File: config.mk
export PLATFORM = sky130hd
export DESIGN_NAME = rv_core_top
export DESIGN_NICKNAME = d
export VERILOG_FILES = /design/src/hdl/rv_core_pkg.sv /design/src/hdl/instr_decode.sv /design/src/hdl/reg_file.sv /design/src/hdl/execute_stage.sv /design/src/hdl/rv_core_top.sv
export SDC_FILE = /design/constraint.sdc
export NUM_CORES = 1
export LEC_CHECK = 0
export ABC_CLOCK_PERIOD_IN_PS = 6800
export BUFFER_PORTS_ARGS = -buffer_cell sky130_fd_sc_hd__buf_2
export CAP_MARGIN = 20
export CORE_MARGIN = 1
export CORE_UTILIZATION = 56
export DETAILED_ROUTE_END_ITERATION = 7
export PLACE_DENSITY = 0.75
export SLEW_MARGIN = 20
export SYNTH_ARGS = -nofsm -noshare
export SYNTH_HDL_FRONTEND = slang
export SYNTH_SLANG_ARGS = --single-unit
export TNS_END_PERCENT = 5
File: constraint.sdc
create_clock -name clk -period 6.8 [get_ports clk]
set_input_delay 1.02 -clock clk [delete_from_list [all_inputs] [get_ports clk]]
set_output_delay 1.02 -clock clk [all_outputs]
set_load 0.02 [all_outputs]
File: src/hdl/rv_core_pkg.sv
`default_nettype none

package rv_core_pkg;

  // datapath and address width
  localparam int unsigned xlen = 32;

  // register index width and count
  localparam int unsigned reg_addr_w = 5;
  localparam int unsigned num_regs = 32;

  // first fetch address after reset
  localparam logic [xlen-1:0] reset_pc = 32'h8000_0000;

  // pc step per instruction, in bytes
  localparam logic [xlen-1:0] inst_len_bytes = 32'd4;

  // major opcodes, inst[6:0]
  // addi family
  localparam logic [6:0] op_imm = 7'b001_0011;
  localparam logic [6:0] op_lui = 7'b011_0111;
  localparam logic [6:0] op_auipc = 7'b001_0111;
  localparam logic [6:0] op_jal = 7'b110_1111;
  localparam logic [6:0] op_jalr = 7'b110_0111;
  // ecall / ebreak
  localparam logic [6:0] op_system = 7'b111_0011;

  // funct3 of addi inside op_imm
  localparam logic [2:0] funct3_addi = 3'b000;

  // what one instruction does, as seen by execute
  typedef enum logic [2:0] {
    // retire, no state change besides pc
    cls_nop = 3'd0,
    // rs1 + imm_i
    cls_addi = 3'd1,
    // imm_u only
    cls_lui = 3'd2,
    // pc + imm_u
    cls_auipc = 3'd3,
    // target pc + imm_j, link pc + 4
    cls_jal = 3'd4,
    // target rs1 + imm_i with bit 0 cleared, link pc + 4
    cls_jalr = 3'd5,
    // ebreak, core stops
    cls_halt = 3'd6
  } op_class_t;

endpackage

`default_nettype wire

File: src/hdl/instr_decode.sv
`timescale 1ns/1ps
`default_nettype none

module instr_decode
  import rv_core_pkg::*;
(
  input  wire logic [xlen-1:0]       inst,
  output op_class_t                  op_class,
  output logic      [xlen-1:0]       imm,
  output logic      [reg_addr_w-1:0] rs1_addr,
  output logic      [reg_addr_w-1:0] rs2_addr,
  output logic      [reg_addr_w-1:0] rd_addr,
  output logic                       rd_we
);

  logic [6:0] opcode;
  logic [2:0] funct3;
  logic [xlen-1:0] imm_i;
  logic [xlen-1:0] imm_u;
  logic [xlen-1:0] imm_j;
  logic writes_rd;

  // fixed field positions, same for every format
  assign opcode = inst[6:0];
  assign funct3 = inst[14:12];

  // register indices go straight to the register file
  assign rs1_addr = inst[19:15];
  assign rs2_addr = inst[24:20];
  assign rd_addr = inst[11:7];

  // I format, sign bit is inst[31]
  assign imm_i = {{20{inst[31]}}, inst[31:20]};
  // U format, upper 20 bits, low 12 zero
  assign imm_u = {inst[31:12], 12'h000};
  // J format, scrambled offset, always even
  assign imm_j = {{11{inst[31]}}, inst[31], inst[19:12], inst[20], inst[30:21], 1'b0};

  // opcode/funct3 to class
  always_comb begin
    op_class = cls_nop;
    unique case (opcode)
      op_imm: begin
        // only addi is kept, other op-imm forms retire as nop
        if (funct3 == funct3_addi) begin
          op_class = cls_addi;
        end
      end
      op_lui: op_class = cls_lui;
      op_auipc: op_class = cls_auipc;
      op_jal: op_class = cls_jal;
      op_jalr: op_class = cls_jalr;
      op_system: begin
        // priv group (funct3 zero) stops the core, csr forms do nothing
        if (funct3 == 3'b000) begin
          op_class = cls_halt;
        end
      end
      default: op_class = cls_nop;
    endcase
  end

  // one immediate per class
  always_comb begin
    unique case (op_class)
      cls_addi, cls_jalr: imm = imm_i;
      cls_lui, cls_auipc: imm = imm_u;
      cls_jal: imm = imm_j;
      default: imm = '0;
    endcase
  end

  // classes that produce a register result
  always_comb begin
    unique case (op_class)
      cls_addi, cls_lui, cls_auipc, cls_jal, cls_jalr: writes_rd = 1'b1;
      default: writes_rd = 1'b0;
    endcase
  end

  // x0 is never a write target
  assign rd_we = writes_rd && (rd_addr != '0);

endmodule

`default_nettype wire

File: src/hdl/reg_file.sv
`timescale 1ns/1ps
`default_nettype none

module reg_file
  import rv_core_pkg::*;
(
  input  wire logic                  clk,
  input  wire logic [reg_addr_w-1:0] rs1_addr,
  output logic      [xlen-1:0]       rs1_data,
  input  wire logic                  wb_we,
  input  wire logic [reg_addr_w-1:0] wb_addr,
  input  wire logic [xlen-1:0]       wb_data
);

  // x0..x31, entry 0 unused as storage
  logic [xlen-1:0] regs [num_regs];

  // single write port, rising edge
  always_ff @(posedge clk) begin
    // entry 0 stays untouched even if the enable slips through
    if (wb_we && (wb_addr != '0)) begin
      regs[wb_addr] <= wb_data;
    end
  end

  // combinational read, x0 reads as zero
  always_comb begin
    if (rs1_addr == '0) begin
      rs1_data = '0;
    end else begin
      rs1_data = regs[rs1_addr];
    end
  end

  // decoder masks rd = 0, so no enabled write should name x0
  assert property (@(posedge clk) wb_we |-> (wb_addr != '0))
    else $error("register write enabled to x0");

endmodule

`default_nettype wire

File: src/hdl/execute_stage.sv
`timescale 1ns/1ps
`default_nettype none

module execute_stage
  import rv_core_pkg::*;
(
  input  wire logic                  clk,
  input  wire logic                  rst,
  input  wire op_class_t             op_class,
  input  wire logic [xlen-1:0]       imm,
  input  wire logic [xlen-1:0]       rs1_data,
  input  wire logic [reg_addr_w-1:0] rd_addr,
  input  wire logic                  rd_we,
  output logic      [xlen-1:0]       pc,
  output logic                       halted,
  output logic                       wb_we,
  output logic      [reg_addr_w-1:0] wb_addr,
  output logic      [xlen-1:0]       wb_data
);

  logic [xlen-1:0] add_a;
  logic [xlen-1:0] add_sum;
  logic [xlen-1:0] pc_seq;
  logic [xlen-1:0] next_pc;
  logic halting;

  // sequential successor, also the link address
  assign pc_seq = pc + inst_len_bytes;

  // pc-relative classes take pc, the rest rs1
  always_comb begin
    unique case (op_class)
      cls_auipc, cls_jal: add_a = pc;
      default: add_a = rs1_data;
    endcase
  end

  // the one shared adder: addi result, auipc result, jump target
  assign add_sum = add_a + imm;

  assign halting = (op_class == cls_halt);

  // next pc
  always_comb begin
    if (halted || halting) begin
      // park on the ebreak
      next_pc = pc;
    end else begin
      unique case (op_class)
        cls_jal: next_pc = add_sum;
        cls_jalr: next_pc = {add_sum[xlen-1:1], 1'b0};
        default: next_pc = pc_seq;
      endcase
    end
  end

  // pc and halt flag
  always_ff @(posedge clk) begin
    if (rst) begin
      pc <= reset_pc;
      halted <= 1'b0;
    end else begin
      pc <= next_pc;
      if (halting) begin
        halted <= 1'b1;
      end
    end
  end

  // write-back source
  always_comb begin
    unique case (op_class)
      cls_jal, cls_jalr: wb_data = pc_seq;
      cls_lui: wb_data = imm;
      default: wb_data = add_sum;
    endcase
  end

  assign wb_addr = rd_addr;
  // nothing retires in reset or after the halt
  assign wb_we = rd_we && !halted && !rst;

  // jump targets must stay on word boundaries
  assert property (@(posedge clk) disable iff (rst) pc[1:0] == 2'b00)
    else $error("pc not word aligned: %h", pc);

endmodule

`default_nettype wire

File: src/hdl/rv_core_top.sv
`timescale 1ns/1ps
`default_nettype none

module rv_core_top
  import rv_core_pkg::*;
(
  input  wire logic                  clk,
  input  wire logic                  rst,
  input  wire logic [xlen-1:0]       inst,
  output logic      [xlen-1:0]       pc,
  output logic                       halted,
  output logic                       commit_we,
  output logic      [reg_addr_w-1:0] commit_rd,
  output logic      [xlen-1:0]       commit_data
);

  // decoder to execute
  op_class_t op_class;
  logic [xlen-1:0] imm;
  logic [reg_addr_w-1:0] rd_addr;
  logic rd_we;

  // register read path
  logic [reg_addr_w-1:0] rs1_addr;
  logic [xlen-1:0] rs1_data;

  // decode the fetched word, same cycle
  instr_decode instr_decode_i (
    .inst     (inst),
    .op_class (op_class),
    .imm      (imm),
    .rs1_addr (rs1_addr),
    // rs2 has no consumer among the kept instructions
    .rs2_addr (),
    .rd_addr  (rd_addr),
    .rd_we    (rd_we)
  );

  // commit signals double as the register write port
  reg_file reg_file_i (
    .clk      (clk),
    .rs1_addr (rs1_addr),
    .rs1_data (rs1_data),
    .wb_we    (commit_we),
    .wb_addr  (commit_rd),
    .wb_data  (commit_data)
  );

  // pc, adder, write-back, halt
  execute_stage execute_stage_i (
    .clk      (clk),
    .rst      (rst),
    .op_class (op_class),
    .imm      (imm),
    .rs1_data (rs1_data),
    .rd_addr  (rd_addr),
    .rd_we    (rd_we),
    .pc       (pc),
    .halted   (halted),
    .wb_we    (commit_we),
    .wb_addr  (commit_rd),
    .wb_data  (commit_data)
  );

endmodule

`default_nettype wire

==> reports/metrics.yaml <==
wl_per_cell_um: 34.1
status: "finished, final reports clean"
yosys-top-cells-count: "edfxtp_1 (1024), mux4_2 (318), nand2_1 (119), nor2_1 (99), a21oi_1 (63)"
start_kind: "primary input"
first_pass_iters: 5
clkTransAtPathRegs_ps: 60
syn_area_um2: 44000
drc: 0
synth.distinct_cells: 78
drt_iter0_drc: 3398
grt_max_degree: 54
synth_compound_area_frac: 0.0389
p_per_area_nw_per_um2: 285
grt_pass1_vias: 25000
antenna_found_initial: 1
slew_headroom: 0.140
drive_gt1_frac: 0.331
leakagePower_nw: 17.1
htree_levels: 3
wl_met2_um: 60200
ios: 105
netSwitchingFraction: 0.225
synth-main-ff-cell: "edfxtp_1"
clockBufferDepth: 3
avgSynthCellArea_um2: 19.4
cts.sinks: 1057
cts_tree: "built"
dpl.cell_count: 3533
synth_simple_gate_area_share: 0.0385
die-area_um2: 79700
peakVddDrop_mv: 0.213
p_seq_frac: 0.508
synth_fa_ha_area_frac: 0.00956
grt.total_usage: 0.324
skew_ps: 25.5
netlist.area_leader.share: 0.699
cts_buffers: 103
worstMarginPinSlew_ps: 1280
antenna_cells: 0
port_buffers: 104
async_reset_ff_frac: 0
finalSetupViolations: 0
ys_top_cells_by_area: "edfxtp_1 (70%), mux4_2 (16%), dfxtp_1 (1.5%), nand2_1 (1.0%), ha_1 (0.91%)"
endpoint_kind: "primary output"
p_int_w: 0.0113
vias_per_cell: 6.74
fin_nets: 2668
worstPathMaxFanout: 16
vias: 25100
grt_pass1_wl_um: 177000
p_comb_frac: 0.088
clock.fmax_ghz: 0.150
maxSlewViolCount: 0
fill_cells: 5062
route.met3.wl_um: 14500
routed_wl_um: 127000
power_switching_w: 0.00328
synthMuxAreaShare: 0.171
yosysSeqAreaShare: 0.714
required_ps: 5780
die_w_um: 282
dr.max_layer_used: "met5"
worstSetupPathType: "primary input to primary output"
critical_path_arrival_ps: 5640
die_y_um: 282
synth_warnings: 0
syn_to_final_growth_pct: 16.6
synth_most_common_cell: "edfxtp_1"
grt_overflow_total: 0
synth-xor-area-share: 0.0111
final.setup.worst_slack_ps: 136
place_hpwl_um: 73400
ys_ff_latch: 1057
layout.cells.non_filler: 3728
synth_edf_count: 1024
clk_latency_ps: 670
ant_nets: 0
ctsRootBufferMaster: "clkbuf_16"
core_area_um2: 77600
rsz0062_at_grt: "yes"
yosys.area.top_type: "edfxtp_1"
layout_min_cycle_time_ps: 6660
syn_inst: 2273
hold_viol_final: 0
power_w: 0.0146
row_count: 102
place_congestion: 0.967
hold_class: "flip-flop to flip-flop"
synth_top_family_by_area: "multiplexers"
drt-met1-wl_um: 46100
maxCapViolations: 0
period_share: 0.980
clockPowerShare: 0.404
initial_core_util: 0.567
detailedPlace.worstSlack_ps: -86.3
[flip-flops by register name, indices dropped and copies added (netlist names)]
register / cells
execute_stage_i.pc: 32
reg_file_i.regs: 1024
execute_stage_i.halted: 1
[power by group through the flow]
stage | Clock [W] | Sequential [W] | Combinational, W
2_1_floorplan | 0 | 0.00757 | 0.000707
3_3_place_gp | 0 | 0.00755 | 0.00122
3_5_place_dp | 0 | 0.00755 | 0.00126
4_1_cts | 0.00595 | 0.00741 | 0.00127
5_1_grt | 0.00619 | 0.00741 | 0.00136
6_report | 0.00590 | 0.00741 | 0.00129
[worst paths after layout]
path	startpoint	endpoint	slack, ps	depth (start not counted)
worst min register to register	execute_stage_i.pc[21]	execute_stage_i.pc[21]	540	2
worst max register to register	reg_file_i.regs[19][0]	reg_file_i.regs[11][18]	1660	17
worst max-delay path	inst[15]	commit_data[18]	140	18
worst min-delay path	execute_stage_i.pc[21]	execute_stage_i.pc[21]	540	2
[critical path, stage by stage]
cell      delay (ps)
buf_12           190
mux4_2           560
mux4_2           470
mux2i_1          350
o21ai_1          120
ha_1             250
fa_1             470
a21oi_1          270
o211ai_1         180
nand2_1          130
o21ai_0          120
o41ai_1          380
buf_4            200
o21ai_0          130
xnor2_1          180
o221ai_2         220
buf_12           160
buf_2            170
[per-layer routing]
metal	vias up	global-route usage
li1	10000	-
met1	13000	0.430
met2	1764	0.511
met3	348	0.0819
met4	2	0.147
met5	-	0
[final cells by class]
class	count	area, um2	share of cell area
Clock buffer	117	2670	0.0521
Clock inverter	75	828	0.0162
Inverter	18	67.6	0.00132
Multi-Input combinational cell	1094	12400	0.242
Sequential cell	1057	31400	0.613
Tap cell	1040	1300	0.0254
Timing Repair Buffer	327	2600	0.0507
[layout by cell type, fill, tap and decap left out, types with 6 or more instances in the layout]
master,instances
nand4_1,9
nor3_1,16
buf_12,27
conb_1,32
o21ai_1,35
xor2_1,19
inv_1,18
ha_1,30
clkinv_2,19
mux2i_1,31
o21ai_2,9
buf_4,195
nor2_4,32
a21oi_1,60
clkbuf_16,106
a22oi_1,7
o211ai_1,6
xnor2_1,35
dfxtp_1,33
buf_2,100
and2_1,20
a31oi_1,7
nand2_1,119
mux4_2,318
or3_1,6
edfxtp_1,1024
nor3b_1,8
clkbuf_1,12
and3_1,7
nand3_1,25
nor2_1,68
bufinv_16,16
clkinv_1,29
o221ai_2,9
o21ai_0,40
nand2b_1,7
a21o_1,29
[through the flow]
stage	hold WS [ps]	setup TNS [ps]	instance area, um2	utilization
2_1_floorplan	554	-733	44100	-
3_3_place_gp	519	-234	47600	0.614
3_5_place_dp	534	-144	47600	0.614
4_1_cts	542	0	51200	0.659
5_1_grt	565	-95.6	51300	0.661
6_report	542	0	51300	0.661
[logic make-up after synthesis]
logic type,count (synthesis)
other cells,1
compound gates,267
mux,354
simple gates,353
xor+xnor,55
flops,1057
fa+ha+maj,33
buf+inv,153
[repair_timing]
item / CTS / global route
cloned: 0 / 1
resized for setup: 3 / 21
setup buffers: 1 / 0
setup endpoints to repair: 2 / 12
hold buffers: 0 / 0
pin swaps: 1 / 2
(Power assumes the default switching activity.)
